**src/common/rv_pkg.sv**
```systemverilog
`default_nettype none

package rv_pkg;

    localparam int xlen = 32; // Data and address width

    typedef logic [xlen-1:0] word_t;
    typedef logic [4:0]      reg_addr_t;

    // Major opcodes of the supported subset
    typedef enum logic [6:0] {
        op_reg   = 7'b0110011, // Register-register ALU class
        op_imm   = 7'b0010011, // Register-immediate ALU class
        op_load  = 7'b0000011,
        op_store = 7'b0100011
    } opcode_e;

    typedef enum logic [3:0] {
        alu_add  = 4'd0,
        alu_sub  = 4'd1,
        alu_sll  = 4'd2,
        alu_slt  = 4'd3,
        alu_sltu = 4'd4,
        alu_xor  = 4'd5,
        alu_srl  = 4'd6,
        alu_sra  = 4'd7,
        alu_or   = 4'd8,
        alu_and  = 4'd9
    } alu_op_e;

    // funct7 value that turns add into sub and srl into sra
    localparam logic [6:0] funct7_alt = 7'b0100000;

    // funct3 codes of the ALU classes
    localparam logic [2:0] f3_add_sub = 3'b000;
    localparam logic [2:0] f3_sll     = 3'b001;
    localparam logic [2:0] f3_slt     = 3'b010;
    localparam logic [2:0] f3_sltu    = 3'b011;
    localparam logic [2:0] f3_xor     = 3'b100;
    localparam logic [2:0] f3_srl_sra = 3'b101;
    localparam logic [2:0] f3_or      = 3'b110;
    localparam logic [2:0] f3_and     = 3'b111;

    // funct3 of lw and sw, the only sizes handled
    localparam logic [2:0] f3_word    = 3'b010;

endpackage

`default_nettype wire

```
**src/common/cpu_ctrl_if.sv**
```systemverilog
`default_nettype none

// Decoded control bundle, decoder to datapath
interface cpu_ctrl_if;

    rv_pkg::reg_addr_t rs1_addr;
    rv_pkg::reg_addr_t rs2_addr;
    rv_pkg::reg_addr_t rd_addr;
    logic              rd_we;     // Never set for x0
    rv_pkg::alu_op_e   alu_op;
    logic              use_imm;   // Operand B from imm
    rv_pkg::word_t     imm;       // Sign-extended I or S immediate
    logic              mem_read;  // Write-back from memory
    logic              mem_write;

    modport decoder (
        output rs1_addr, rs2_addr, rd_addr, rd_we,
        output alu_op, use_imm, imm,
        output mem_read, mem_write
    );

    modport regs (
        input rs1_addr, rs2_addr, rd_addr, rd_we, mem_read
    );

    modport exec (
        input alu_op, use_imm, imm
    );

    modport mem (
        input mem_read, mem_write
    );

endinterface

`default_nettype wire

```
**src/verilog/instr_decoder.sv**
```systemverilog
`default_nettype none

module instr_decoder (
    input  wire rv_pkg::word_t instr,
    cpu_ctrl_if.decoder        ctrl
);

    logic [6:0]        opcode;
    logic [2:0]        funct3;
    logic [6:0]        funct7;
    rv_pkg::reg_addr_t rd;
    rv_pkg::word_t     imm_i;
    rv_pkg::word_t     imm_s;
    rv_pkg::alu_op_e   reg_op;
    rv_pkg::alu_op_e   imm_op;

    // Maps funct3 to an ALU operation; sub only exists in the register class
    function automatic rv_pkg::alu_op_e alu_from_funct3(
        input logic [2:0] f3,
        input logic       alt,
        input logic       is_reg
    );
        rv_pkg::alu_op_e op;
        case (f3)
            rv_pkg::f3_add_sub: op = (alt && is_reg) ? rv_pkg::alu_sub : rv_pkg::alu_add;
            rv_pkg::f3_sll:     op = rv_pkg::alu_sll;
            rv_pkg::f3_slt:     op = rv_pkg::alu_slt;
            rv_pkg::f3_sltu:    op = rv_pkg::alu_sltu;
            rv_pkg::f3_xor:     op = rv_pkg::alu_xor;
            rv_pkg::f3_srl_sra: op = alt ? rv_pkg::alu_sra : rv_pkg::alu_srl;
            rv_pkg::f3_or:      op = rv_pkg::alu_or;
            default:            op = rv_pkg::alu_and;
        endcase
        return op;
    endfunction

    assign opcode = instr[6:0];
    assign funct3 = instr[14:12];
    assign funct7 = instr[31:25];
    assign rd     = instr[11:7];

    assign imm_i = {{20{instr[31]}}, instr[31:20]};
    assign imm_s = {{20{instr[31]}}, instr[31:25], instr[11:7]}; // Split store offset

    // srai carries funct7_alt in the upper immediate bits
    assign reg_op = alu_from_funct3(funct3, funct7 == rv_pkg::funct7_alt, 1'b1);
    assign imm_op = alu_from_funct3(funct3, funct7 == rv_pkg::funct7_alt, 1'b0);

    assign ctrl.rs1_addr = instr[19:15];
    assign ctrl.rs2_addr = instr[24:20];
    assign ctrl.rd_addr  = rd;

    always_comb begin
        ctrl.rd_we     = 1'b0; // Unknown encodings fall through as no-ops
        ctrl.alu_op    = rv_pkg::alu_add;
        ctrl.use_imm   = 1'b0;
        ctrl.imm       = imm_i;
        ctrl.mem_read  = 1'b0;
        ctrl.mem_write = 1'b0;

        case (opcode)
            rv_pkg::op_reg: begin
                ctrl.rd_we  = 1'b1;
                ctrl.alu_op = reg_op;
            end
            rv_pkg::op_imm: begin
                ctrl.rd_we   = 1'b1;
                ctrl.alu_op  = imm_op;
                ctrl.use_imm = 1'b1;
            end
            rv_pkg::op_load: begin
                if (funct3 == rv_pkg::f3_word) begin
                    ctrl.rd_we    = 1'b1;
                    ctrl.use_imm  = 1'b1; // Address is rs1 + offset
                    ctrl.mem_read = 1'b1;
                end
            end
            rv_pkg::op_store: begin
                if (funct3 == rv_pkg::f3_word) begin
                    ctrl.use_imm   = 1'b1;
                    ctrl.imm       = imm_s;
                    ctrl.mem_write = 1'b1;
                end
            end
            default: ;
        endcase

        if (rd == '0) begin
            ctrl.rd_we = 1'b0; // x0 stays zero
        end
    end

endmodule

`default_nettype wire

```
**src/flat_wrapper.sv**
```systemverilog
// flat-port wrapper written by rule: the top's interface ports become plain ports
module instr_decoder_flat 
  (instr, ctrl_rs1_addr, ctrl_rs2_addr, ctrl_rd_addr, ctrl_rd_we, ctrl_alu_op, ctrl_use_imm, ctrl_imm, ctrl_mem_read, ctrl_mem_write);
  cpu_ctrl_if ctrl_i ();
  input  wire rv_pkg::word_t instr;
  output wire logic [$bits(ctrl_i.rs1_addr)-1:0] ctrl_rs1_addr;
  output wire logic [$bits(ctrl_i.rs2_addr)-1:0] ctrl_rs2_addr;
  output wire logic [$bits(ctrl_i.rd_addr)-1:0] ctrl_rd_addr;
  output wire logic [$bits(ctrl_i.rd_we)-1:0] ctrl_rd_we;
  output wire logic [$bits(ctrl_i.alu_op)-1:0] ctrl_alu_op;
  output wire logic [$bits(ctrl_i.use_imm)-1:0] ctrl_use_imm;
  output wire logic [$bits(ctrl_i.imm)-1:0] ctrl_imm;
  output wire logic [$bits(ctrl_i.mem_read)-1:0] ctrl_mem_read;
  output wire logic [$bits(ctrl_i.mem_write)-1:0] ctrl_mem_write;
  assign ctrl_rs1_addr = ctrl_i.rs1_addr;
  assign ctrl_rs2_addr = ctrl_i.rs2_addr;
  assign ctrl_rd_addr = ctrl_i.rd_addr;
  assign ctrl_rd_we = ctrl_i.rd_we;
  assign ctrl_alu_op = ctrl_i.alu_op;
  assign ctrl_use_imm = ctrl_i.use_imm;
  assign ctrl_imm = ctrl_i.imm;
  assign ctrl_mem_read = ctrl_i.mem_read;
  assign ctrl_mem_write = ctrl_i.mem_write;
  instr_decoder u_core (.instr(instr), .ctrl(ctrl_i));
endmodule
```
**config.mk**
```make
export PLATFORM = sky130hd
export DESIGN_NAME = instr_decoder_flat
export DESIGN_NICKNAME = d
export VERILOG_FILES = /design/src/common/rv_pkg.sv /design/src/common/cpu_ctrl_if.sv /design/src/verilog/instr_decoder.sv /design/src/flat_wrapper.sv
export SDC_FILE = /design/constraint.sdc
export NUM_CORES = 1
export LEC_CHECK = 0
export ABC_AREA = 1
export BUFFER_PORTS_ARGS = -buffer_cell sky130_fd_sc_hd__buf_2
export CORE_MARGIN = 4
export CORE_UTILIZATION = 37
export DETAILED_ROUTE_END_ITERATION = 10
export PLACE_DENSITY = 0.9
export SETUP_SLACK_MARGIN = 0.4
export SLEW_MARGIN = 20
export SYNTH_ARGS = -nofsm -noshare
export SYNTH_HDL_FRONTEND = slang
export SYNTH_SLANG_ARGS = --single-unit
```
**constraint.sdc**
```tcl
create_clock -name vclk -period 1.8
set_clock_uncertainty 0.05 [all_clocks]
set_input_delay 0.18 -clock vclk [all_inputs]
set_output_delay 0.18 -clock vclk [all_outputs]
set_load 0.1 [all_outputs]
```
Word level (Yosys, flattened, before mapping). Cells that the tools add are included.

Equality and inequality tests: 11. Reduce and logical (&&, ||, !) cells: 4. Multiplexer cells: 13.

Operators with widths (number): case mux 4 bit (7 select lines) (2); == test 7 x 6 -> 1 bit (second input constant) (3); two-way mux 5 bit (2); == test 3 bit (second input constant) (3); case mux 4 bit (2 select lines) (1); == test 7 x 2 -> 1 bit (second input constant) (1); == test 7 x 5 -> 1 bit (second input constant) (1); == test 3 x 2 -> 1 bit (second input constant) (2); two-way mux 1 bit (6); zero test 5 bit (1); case mux 1 bit (2 select lines) (2); OR reduction 2 bit (2); == test 3 x 1 -> 1 bit (second input constant) (1); zero test 3 bit (1).

Output and inout bits: 55. Logic and storage cells: 28. Register bits: 0.

Logic depth before layout (Yosys ltp). Gate-level depths: netlist of the first run.

Depth after elaboration: 4. Gate-level depth with buffers: 7. Mapped depth without buffers: 7.

Worst setup path after synthesis of the first run. No wires, ideal clock.

Kind: input to output. Start point: input port instr[12]. End point: output port ctrl_rd_we. Stages: 5. Arrival time: 2034 ps. Setup slack: -464 ps. Cells stage by stage: inv_1 -> nand2_2 -> nor2_2 -> nand3_1 -> a21oi_1.

Longest elaborated chain between the ends: 4.

Ends and longest elaborated chain: start: declaration (RTL line flat_wrapper.sv:5) `input wire rv_pkg::word_t instr;`; == test 3 x 2 -> 1 bit (RTL line instr_decoder.sv:72) `if (funct3 == rv_pkg::f3_word) begin`; two-way mux 1 bit (RTL line instr_decoder.sv:72); case mux 1 bit (2 select lines) (RTL line instr_decoder.sv:61) `case (opcode)`; two-way mux 1 bit (RTL line instr_decoder.sv:88) `if (rd == '0) begin`; end: declaration (RTL line flat_wrapper.sv:9) `output wire logic [$bits(ctrl_i.rd_we)-1:0] ctrl_rd_we;`.

No other way between the ends.

Final worst setup path of the first run.
Start point: input port instr[3]. End point: output port ctrl_imm[2].

Longest elaborated chain between the ends: 2.

Ends and longest elaborated chain: == test 7 x 6 -> 1 bit (RTL line instr_decoder.sv:61); two-way mux 5 bit (RTL line instr_decoder.sv:61); end: declaration (RTL line flat_wrapper.sv:12) `output wire logic [$bits(ctrl_i.imm)-1:0] ctrl_imm;`.

No other way between the ends.

==> results of run 1 <==
## cell families (layout without fill, tap and decap cells)
group / count (synthesis) / count (layout) / synth area share, %
buffers and inverters: 57 / 93 / 52.20
AOI/OAI and AO/OA: 7 / 7 / 5.449
and+or+nand+nor: 66 / 66 / 42.36
## layout make-up
class                      instances  area [µm²]
fill                             144       628.1
inverter                          15       66.31
multi-input combinational         73       466.7
tap                               25       31.28
timing repair buffer              78       590.6
## stage by stage
stage / utilization [%] / area [µm²]
2_1_floorplan: - / 828.3
3_3_place_gp: 63.51 / 1132
3_5_place_dp: 63.51 / 1132
4_1_cts: 64.07 / 1142
5_1_grt: 64.77 / 1155
6_report: 64.77 / 1155
## metal layers
| layer | vias to the layer above | GRT usage, % |
|---|---|---|
| met5 | - | 0 |
| met2 | 36 | 28.45 |
| met1 | 372 | 14.46 |
| met4 | 0 | 1.747 |
| li1 | 426 | - |
| met3 | 2 | 1.433 |
## repair_timing
item / CTS / global route
pin swaps: 1 / 3
hold endpoints to repair: 0 / 0
setup buffers: 0 / 0
endpoints found under the setup margin: 3 / 7
resized for setup: 3 / 9
cloned: 0 / 0
## critical path, stage by stage
cell	delay (ns)
buf_2	0.13
nor2_4	0.12
nand2_1	0.09
nor2_4	0.19
inv_4	0.09
nand2_2	0.08
nand2_2	0.07
buf_12	0.17
## power groups by stage
stage | registers, µW | logic, µW | clock network [µW]
global placement | 0 | 564 | 0
detailed placement | 0 | 569 | 0
finish | 0 | 575 | 0
floorplan | 0 | 551 | 0
CTS | 0 | 572 | 0
global route | 0 | 593 | 0
## placed cells by master (no fill, tap or decap)
cell,synthesis,final
nand2_1,37,29
nand3b_1,2,2
inv_4,0,2
nand3_1,4,3
inv_1,13,8
nand3_4,0,2
inv_6,0,1
nor2_4,1,7
o21ai_4,0,1
a21oi_4,0,2
buf_2,0,63
nor2_1,14,8
nand4_1,1,1
o21ai_1,0,3
buf_4,42,2
nor3_4,0,1
nor2_2,1,1
nand3_2,3,2
nand2_2,1,8
o21ai_0,4,1
nand2_4,0,1
inv_2,2,4
nor3_1,1,1
buf_12,0,13
## worst max-delay path by stage
stage / from / to / slack, ns / cells past startpoint
2_1_floorplan: instr[1] / ctrl_rd_we / 0.22 / 4
3_3_place_gp: instr[14] / ctrl_imm[4] / 0.42 / 7
3_5_place_dp: instr[14] / ctrl_imm[2] / 0.35 / 7
4_1_cts: instr[12] / ctrl_mem_read / 0.41 / 7
5_1_grt: instr[3] / ctrl_imm[0] / 0.39 / 8
6_report: instr[3] / ctrl_imm[2] / 0.44 / 8
==> run_results.csv, run 1 <==
group,metric,value,unit
timing,clock.fmax,0.7355,GHz
detailed_routing,wl_met2,1225,µm
yosys,synth.net_count,162,
floorplanning,rows,15,
yosys,synth_top_cell_by_area,"buf_4",
final_layout,ff_latch_area,0,µm²
yosys,ys_seq_area_share,0,%
status,status,"completed",
floorplanning,pin_count,87,
detailed_routing,top_layer_used,"met4",
detailed_routing,wl_per_cell,10.98,µm
detailed_routing,wl_met1,699,µm
critical_path,path_class,"input port to primary output",
floorplanning,coreArea,1783,µm²
detailed_routing,viasPerCell,4.377,
final_layout,antenna_cells,0,
final_layout,fin_cells,191,
critical_path,cp.arrival,1.13,ns
timing,tns,0,ns
timing,tightest_slew,0.5019,ns
floorplanning,dieHeight,51.87,µm
place,io_buffers,77,
pwr,p_leak,0.0006040,µW
flow_run,timing.max_cap.violations,0,
pwr,powerDensity,497.6,nW/µm²
global_routing,antenna_found_initial,0,
detailed_routing,route.met3.wl,148,µm
floorplanning,die-area,2690,µm²
timing,slew_headroom,66.77,%
pwr,finalPower,574.7,µW
global_routing,first_global_vias,786,
final_layout,drive_gt1_share,66.27,%
yosys,netlist_top_cells_count,"buf_4 (42), nand2_1 (37), nor2_1 (14)",
detailed_routing,drtIter0Drc,6,
timing,drv_slew,0,
detailed_routing,num_vias,836,
worst_hold_path,holdPathStages,0,
critical_path,required,1.57,ns
floorplanning,start_util,39.93,%
worst_hold_path,holdPathEnd,"ctrl_rs1_addr[2]",
yosys,synthMostInstantiatedCell,"buf_4",
critical_path,start_kind,"input port",
worst_hold_path,min_path_type,"input port to primary output",
yosys,synth_area,711.9,µm²
place,placedCellCount,191,
clock_tree,ctsHoldBuffers,0,
detailed_routing,drc,0,
detailed_routing,ant_nets,0,
timing,finalHoldViolations,0,
pwr,internal_power,101.9,µW
timing,rsz0062_at_grt,"true",
yosys,synthCells,130,
place,post-place-ws,0.3464,ns
timing,period_minus_slack,1.360,ns
yosys,synthTopCellsByArea,"buf_4 (44%), nand2_1 (20%), nor2_1 (7.4%)",
pwr,p_comb_share,100.0,%
pwr,seqPwrFrac,0,%
pwr,p_switching,472.7,µW
pwr,vdd_drop_max,0.0004787,V
timing,worst_slack,0.4405,ns
global_routing,grt_max_degree,23,
yosys,synth_top_area_share,44.29,%
yosys,yosysWarnings,0,
timing,post-route-period-util,75.53,%
yosys,syn_area_per_cell,5.476,µm²
global_routing,grt_use_total,13.64,%
timing,hold-worst-slack,0.3100,ns
pwr,p_sw_share,82.26,%
final_layout,layout.nets,200,
global_routing,grt_overflow_total,0,
global_routing,grt_pass1_wl,3029,µm
yosys,ys_types,17,
final_layout,seq_cells,0,
critical_path,crit_fanout,6,
floorplanning,dieWidth,51.87,µm
pwr,power_frac_clock,0,%
timing,finalSetupViolCount,0,
detailed_routing,first_pass_iters,4,
final_layout,area_delta_synth_final,62.21,%
final_layout,nClkBuffers,0,
critical_path,crit_path_end_kind,"primary output",
place,gp_congestion,0.7996,
place,dp_hpwl,1820,µm
detailed_routing,wl,2097,µm
worst_hold_path,min_from,"instr[17]",
Note: power is estimated with default switching activity, not from simulation.
==> run 2: changes to the inputs <==
--- a/config.mk
+++ b/config.mk
@@ -8,9 +8,9 @@
 export ABC_AREA = 1
 export BUFFER_PORTS_ARGS = -buffer_cell sky130_fd_sc_hd__buf_2
 export CORE_MARGIN = 4
-export CORE_UTILIZATION = 37
+export CORE_UTILIZATION = 31
 export DETAILED_ROUTE_END_ITERATION = 10
-export PLACE_DENSITY = 0.9
+export PLACE_DENSITY = 0.8
 export SETUP_SLACK_MARGIN = 0.4
 export SLEW_MARGIN = 20
 export SYNTH_ARGS = -nofsm -noshare
==> constraint.sdc (replaced) <==
create_clock -name vclk -period 1.1
set_clock_uncertainty 0.05 [all_clocks]
set_input_delay 0.11 -clock vclk [all_inputs]
set_output_delay 0.11 -clock vclk [all_outputs]
set_load 0.1 [all_outputs]
==> run 2 against run 1 <==
The flow now stops in clock tree synthesis (4_1_cts). Area after synthesis unchanged. Synthesized cell count did not move.
==> run_results.csv, run 2 <==
group,metric,value,unit
status,status,"did not finish",
status,stop_stage,"clock tree synthesis (4_1_cts)",
status,error,"[ERROR DPL-0038] Utilization greater than 100%, impossible to legalize",
place,io_buffers,77,
yosys,syn_area_per_cell,5.476,µm²
clock_tree,cts-resized-gates,85,
yosys,netlist_top_cells_count,"buf_4 (42), nand2_1 (37), nor2_1 (14)",
clock_tree,ctsHoldBuffers,0,
floorplanning,start_util,32.50,%
place,gp_congestion,0.7193,
yosys,synth_area,711.9,µm²
clock_tree,cts_setup_buffers,4,
floorplanning,dieWidth,55.92,µm
place,dp_hpwl,2898,µm
yosys,synthTopCellsByArea,"buf_4 (44%), nand2_1 (20%), nor2_1 (7.4%)",
floorplanning,rows,17,
yosys,synth_top_area_share,44.29,%
floorplanning,pin_count,87,
yosys,synth_top_cell_by_area,"buf_4",
yosys,ys_seq_area_share,0,%
floorplanning,dieHeight,55.92,µm
yosys,ys_types,17,
yosys,yosysWarnings,0,
yosys,synth.net_count,162,
yosys,synthMostInstantiatedCell,"buf_4",
yosys,synthCells,130,
[run 2: through the flow]
| stage | std cells | setup WS, ns | utilization (%) | instance area (µm²) | hold WS, ns |
|---|---|---|---|---|---|
| 2_1_floorplan | 130 | -0.3037 | - | 934.6 | 0.2751 |
| 3_3_place_gp | 207 | -0.1932 | 82.18 | 1800 | 0.1707 |
| 3_5_place_dp | 207 | -0.2487 | 82.18 | 1800 | 0.1707 |
[run 2: kinds of logic after synthesis]
group	Yosys count	synth area share, %
buffers and inverters	57	52.20
and+or+nand+nor	66	42.36
AOI/OAI and AO/OA	7	5.449
==> run 3: changes to the inputs <==
--- a/config.mk
+++ b/config.mk
@@ -7,11 +7,10 @@
 export LEC_CHECK = 0
 export ABC_AREA = 1
 export BUFFER_PORTS_ARGS = -buffer_cell sky130_fd_sc_hd__buf_2
-export CORE_MARGIN = 4
-export CORE_UTILIZATION = 31
+export CORE_AREA = 4 4 65 67
 export DETAILED_ROUTE_END_ITERATION = 10
-export PLACE_DENSITY = 0.8
-export SETUP_SLACK_MARGIN = 0.4
+export DIE_AREA = 0 0 69 71
+export PLACE_DENSITY_LB_ADDON = 0.15
 export SLEW_MARGIN = 20
 export SYNTH_ARGS = -nofsm -noshare
 export SYNTH_HDL_FRONTEND = slang
==> constraint.sdc (replaced) <==
create_clock -name vclk -period 1.4
set_clock_uncertainty 0.05 [all_clocks]
set_input_delay 0.14 -clock vclk [all_inputs]
set_output_delay 0.14 -clock vclk [all_outputs]
set_load 0.1 [all_outputs]
==> run 3 against run 2 <==
The flow now finishes without violations.
==> run_results.csv, run 3 (same netlist as run 1, synthesis figures left out) <==
group,metric,value,unit
final_layout,area_delta_synth_final,59.75,%
detailed_routing,wl,1943,µm
detailed_routing,wl_per_cell,9.079,µm
timing,finalSetupViolCount,0,
critical_path,worst_path_largest_cell_delay,0.22,ns
detailed_routing,drtIter0Drc,26,
floorplanning,dieWidth,69,µm
global_routing,first_global_vias,689,
place,io_buffers,77,
pwr,seqPwrFrac,0,%
global_routing,grt_overflow_total,0,
timing,drv_slew,0,
global_routing,use_met1,8.187,%
pwr,p_sw_share,82.34,%
status,status,"completed",
pwr,p_leak,0.0006098,µW
worst_hold_path,min_path_type,"input port to primary output",
critical_path,cp.arrival,1.15,ns
floorplanning,rows,22,
detailed_routing,ant_nets,0,
detailed_routing,num_vias,842,
critical_path,required,1.21,ns
clock_tree,cts_setup_buffers,0,
global_routing,grt_busiest_layer,"met2",
place,dp_hpwl,1830,µm
timing,clock.fmax,0.7457,GHz
pwr,p_switching,597.5,µW
timing,tightest_slew,0.4877,ns
pwr,vdd_drop_max,0.0002469,V
global_routing,use_met3,1.705,%
detailed_routing,first_pass_iters,4,
flow_run,timing.max_cap.violations,0,
clock_tree,ctsHoldBuffers,0,
timing,post-route-period-util,95.78,%
detailed_routing,drc,0,
final_layout,antenna_cells,0,
floorplanning,dieHeight,71,µm
place,gp_congestion,0.7469,
pwr,internal_power,128.2,µW
final_layout,nClkBuffers,0,
timing,period_minus_slack,1.341,ns
worst_hold_path,holdPathStages,0,
floorplanning,die-area,4899,µm²
final_layout,seq_cells,0,
global_routing,use_met2,12.61,%
timing,hold-worst-slack,0.2300,ns
floorplanning,pin_count,87,
final_layout,n_fill_cell,415,
detailed_routing,viasPerCell,3.935,
timing,rsz0062_at_grt,"false",
global_routing,grt_use_total,6.755,%
timing,finalHoldViolations,0,
final_layout,drive_gt1_share,61.45,%
critical_path,crit_path_end_kind,"primary output",
pwr,power_frac_clock,0,%
pwr,p_comb_share,100.0,%
place,placed_cell_area,1127,µm²
final_layout,ff_latch_area,0,µm²
floorplanning,start_util,19.59,%
timing,slew_headroom,67.71,%
critical_path,path_class,"input port to primary output",
critical_path,crit_fanout,4,
global_routing,grt_max_degree,23,
final_layout,design_area,1137,µm²
final_layout,layout_commonest_cell,"buf_2",
final_layout,final_cell_mix,"buf_2 (64), nand2_1 (32), buf_12 (13), inv_1 (12), nor2_1 (8)",
pwr,powerDensity,638.1,nW/µm²
global_routing,antenna_found_initial,0,
critical_path,slowest_stage,"nor3_4",
floorplanning,coreArea,3633,µm²
critical_path,start_kind,"input port",
global_routing,grt_pass1_wl,2939,µm
final_layout,layout.nets,200,
critical_path,cp_cell_sequence,"buf_2, inv_16, nand2_4, nor2_4, nand3_2, nor3_4, buf_12",
final_layout,postLayoutCoreUtil,31.30,%
==> run 3: path summary, 6_finish.rpt <==
| kind | start | endpoint | slack (ns) |
|---|---|---|---|
| setup / recovery | instr[12] | ctrl_mem_read | 0.06 |
| hold / removal | instr[16] | ctrl_rs1_addr[1] | 0.23 |
==> run 3: per-layer routing <==
layer,up-vias,wire length (µm)
met2,48,975
met4,0,0
met3,0,247
met1,365,720
met5,-,0
li1,429,-
==> run 3: timing repair <==
action	4_1_cts	5_1_grt
setup endpoints to repair	0	6
hold endpoints to repair	0	0
gates resized for setup	0	2
==> run 3: power groups by stage <==
stage / registers, µW / clock network (µW) / logic (µW)
detailed placement: 0 / 0 / 727
finish: 0 / 0 / 726
CTS: 0 / 0 / 727
global placement: 0 / 0 / 725
global route: 0 / 0 / 753
floorplan: 0 / 0 / 703
==> run 3: worst max-delay path, delay by kind of cell <==
family / cells / cell delay [ns]
and+or+nand+nor: 4 / 0.55
buffers and inverters: 3 / 0.45
==> run 3: area by class of cell <==
type               instances  area [µm²]  share of cell area [%]
well taps                 48       60.06                   5.281
repair buffers            78       588.1                   51.71
multi-input cells         73       416.7                   36.63
inverters                 15       72.57                   6.381
==> run 3: metrics by stage <==
| stage | setup TNS, ns | std cells | worst slack (ns) | power, µW |
|---|---|---|---|---|
| 5_1_grt | 0 | 214 | 0.01025 | 753.5 |
| 3_3_place_gp | 0 | 214 | 0.06321 | 724.7 |
| 3_5_place_dp | 0 | 214 | 0.04220 | 726.5 |
| 6_report | 0 | 214 | 0.05901 | 725.7 |
| 2_1_floorplan | -0.8450 | 130 | -0.2376 | 703.2 |
| 4_1_cts | 0 | 214 | 0.04274 | 727.3 |
==> run 4: changes to the inputs <==
--- a/config.mk
+++ b/config.mk
@@ -10,6 +10,8 @@
 export CORE_AREA = 4 4 65 67
 export DETAILED_ROUTE_END_ITERATION = 10
 export DIE_AREA = 0 0 69 71
+export GPL_TIMING_DRIVEN = 0
+export MAX_ROUTING_LAYER = met4
 export PLACE_DENSITY_LB_ADDON = 0.15
 export SLEW_MARGIN = 20
 export SYNTH_ARGS = -nofsm -noshare
==> run 4 against run 3 <==
Largest power group unchanged. Via count up 15%. Global-route usage rose by 2.1 points. Cell area increased by 19%. Non-clock buffer count increased by 47. Combinational power grew 18%. Sequential cell count stayed put. Sequential share of layout area unchanged. Count of clock-buffer cells in the layout did not move. Fmax grew 2.0%. Critical path depth unchanged. Final cell count grew 22%. Largest cell class unchanged. Power rose by 18%.
==> run_results.csv, run 4 (same netlist as run 1, synthesis figures left out) <==
group,metric,value,unit
worst_hold_path,min_path_type,"input port to primary output",
global_routing,grt_max_degree,23,
timing,post-route-period-util,93.94,%
detailed_routing,drtIter0Drc,10,
floorplanning,pin_count,87,
worst_hold_path,holdPathEnd,"ctrl_mem_read",
critical_path,cp_top_family,"buffers and inverters",
timing,period_minus_slack,1.315,ns
floorplanning,start_util,19.59,%
critical_path,required,1.21,ns
pwr,p_leak,0.0007956,µW
timing,clock.fmax,0.7604,GHz
timing,tightest_slew,0.4907,ns
detailed_routing,viasPerCell,3.709,
place,io_buffers,82,
pwr,vdd_drop_max,0.0002644,V
critical_path,crit_buf_inv,3,
critical_path,start_kind,"input port",
timing,rsz0062_at_grt,"false",
floorplanning,die-area,4899,µm²
global_routing,grt_overflow_total,0,
critical_path,cp_cell_sequence,"buf_2, inv_16, nand2_4, nor2_4, nand3_2, o21ai_4, buf_6",
final_layout,drive_gt1_share,69.95,%
timing,finalHoldViolations,0,
critical_path,cp.arrival,1.13,ns
detailed_routing,wl,2248,µm
floorplanning,dieWidth,69,µm
timing,slew_headroom,67.51,%
detailed_routing,num_vias,968,
final_layout,layout_commonest_cell,"buf_2",
floorplanning,dieHeight,71,µm
critical_path,slowest_stage,"buf_6",
place,dp_hpwl,2014,µm
timing,worst_slack,0.08483,ns
final_layout,nClkBuffers,0,
critical_path,path_class,"input port to primary output",
detailed_routing,first_pass_iters,2,
timing,finalSetupViolCount,0,
final_layout,layout.nets,247,
global_routing,antenna_found_initial,0,
final_layout,seq_cells,0,
detailed_routing,drc,0,
pwr,powerDensity,630.7,nW/µm²
final_layout,final_cell_mix,"buf_2 (69), buf_4 (47), nand2_1 (32), inv_1 (12), nor2_1 (8)",
status,status,"completed",
final_layout,ff_latch_area,0,µm²
detailed_routing,ant_nets,0,
flow_run,timing.max_cap.violations,0,
global_routing,grt_pass1_wl,3843,µm
global_routing,grt_use_total,8.863,%
final_layout,area_delta_synth_final,90.16,%
worst_hold_path,min_from,"instr[5]",
final_layout,n_fill_cell,423,
floorplanning,rows,22,
final_layout,antenna_cells,0,
place,post-place-ws,-0.1941,ns
timing,hold-worst-slack,0.6040,ns
critical_path,worst_path_largest_cell_delay,0.24,ns
timing,drv_slew,0,
detailed_routing,wl_per_cell,8.613,µm
floorplanning,coreArea,3633,µm²
critical_path,crit_path_end_kind,"primary output",
timing,tns,0,ns
worst_hold_path,holdPathStages,3,
place,gp_congestion,0.7271,
critical_path,crit_fanout,4,
global_routing,first_global_vias,959,
## run 4: changes by cell type in the layout (fill, tap and decap cells not counted)
| cell | change |
|---|---|
| buf_6 | +7 |
| buf_2 | +5 |
| clkbuf_4 | +1 |
| buf_12 | -12 |
| buf_4 | +46 |
## run 4: final cells by class
type               instances  area, µm²  area share [%]
well taps                 48      60.06           4.436
repair buffers            83      489.2           36.14
inverters                 15      72.57           5.360
multi-input cells         73      416.7           30.78
plain buffers             42      315.3           23.29
## run 4: timing repair
item / CTS / global route
hold endpoints to repair: 0 / 0
endpoints found under the setup margin: 13 / 9
buffers inserted: 1 / 0
hold buffers: 0 / 0
pin swaps: 1 / 2
resized for setup: 16 / 9
## run 4: per-stage QoR
step | power [µW] | instance area (µm²) | util, % | cells
3_5_place_dp | 841.4 | 1265 | 34.81 | 260
4_1_cts | 853.5 | 1318 | 36.26 | 261
6_report | 853.9 | 1354 | 37.26 | 261
3_3_place_gp | 841.8 | 1265 | 34.81 | 260
5_1_grt | 891.0 | 1354 | 37.26 | 261
2_1_floorplan | 703.2 | 794.5 | - | 130
## run 4: worst max-delay path by stage
stage | from | to | slack, ns | cells after the start
after floorplan | instr[3] | ctrl_rd_we | -0.24 | 3
after global placement | instr[3] | ctrl_rd_we | -0.20 | 5
after detailed placement | instr[3] | ctrl_rd_we | -0.19 | 5
after CTS | instr[3] | ctrl_mem_write | 0.007 | 7
after global routing | instr[14] | ctrl_imm[2] | 0.006 | 7
final | instr[12] | ctrl_use_imm | 0.08 | 7
## run 4: where the power goes
part / switching, µW / total [µW] / internal, µW
Clock: 0 / 0 / 0
Sequential: 0 / 0 / 0
Combinational: 668 / 854 / 186
## run 4: routing by layer
| layer | wire length, µm | part of all wire (%) | vias up | GRT usage, % |
|---|---|---|---|---|
| li1 | - | - | 522 | - |
| met1 | 901 | 40 | 394 | 10.36 |
| met2 | 1063 | 47 | 52 | 16.21 |
| met3 | 284 | 13 | 0 | 2.273 |
| met4 | 0 | 0 | 0 | 0 |
| met5 | 0 | 0 | - | - |
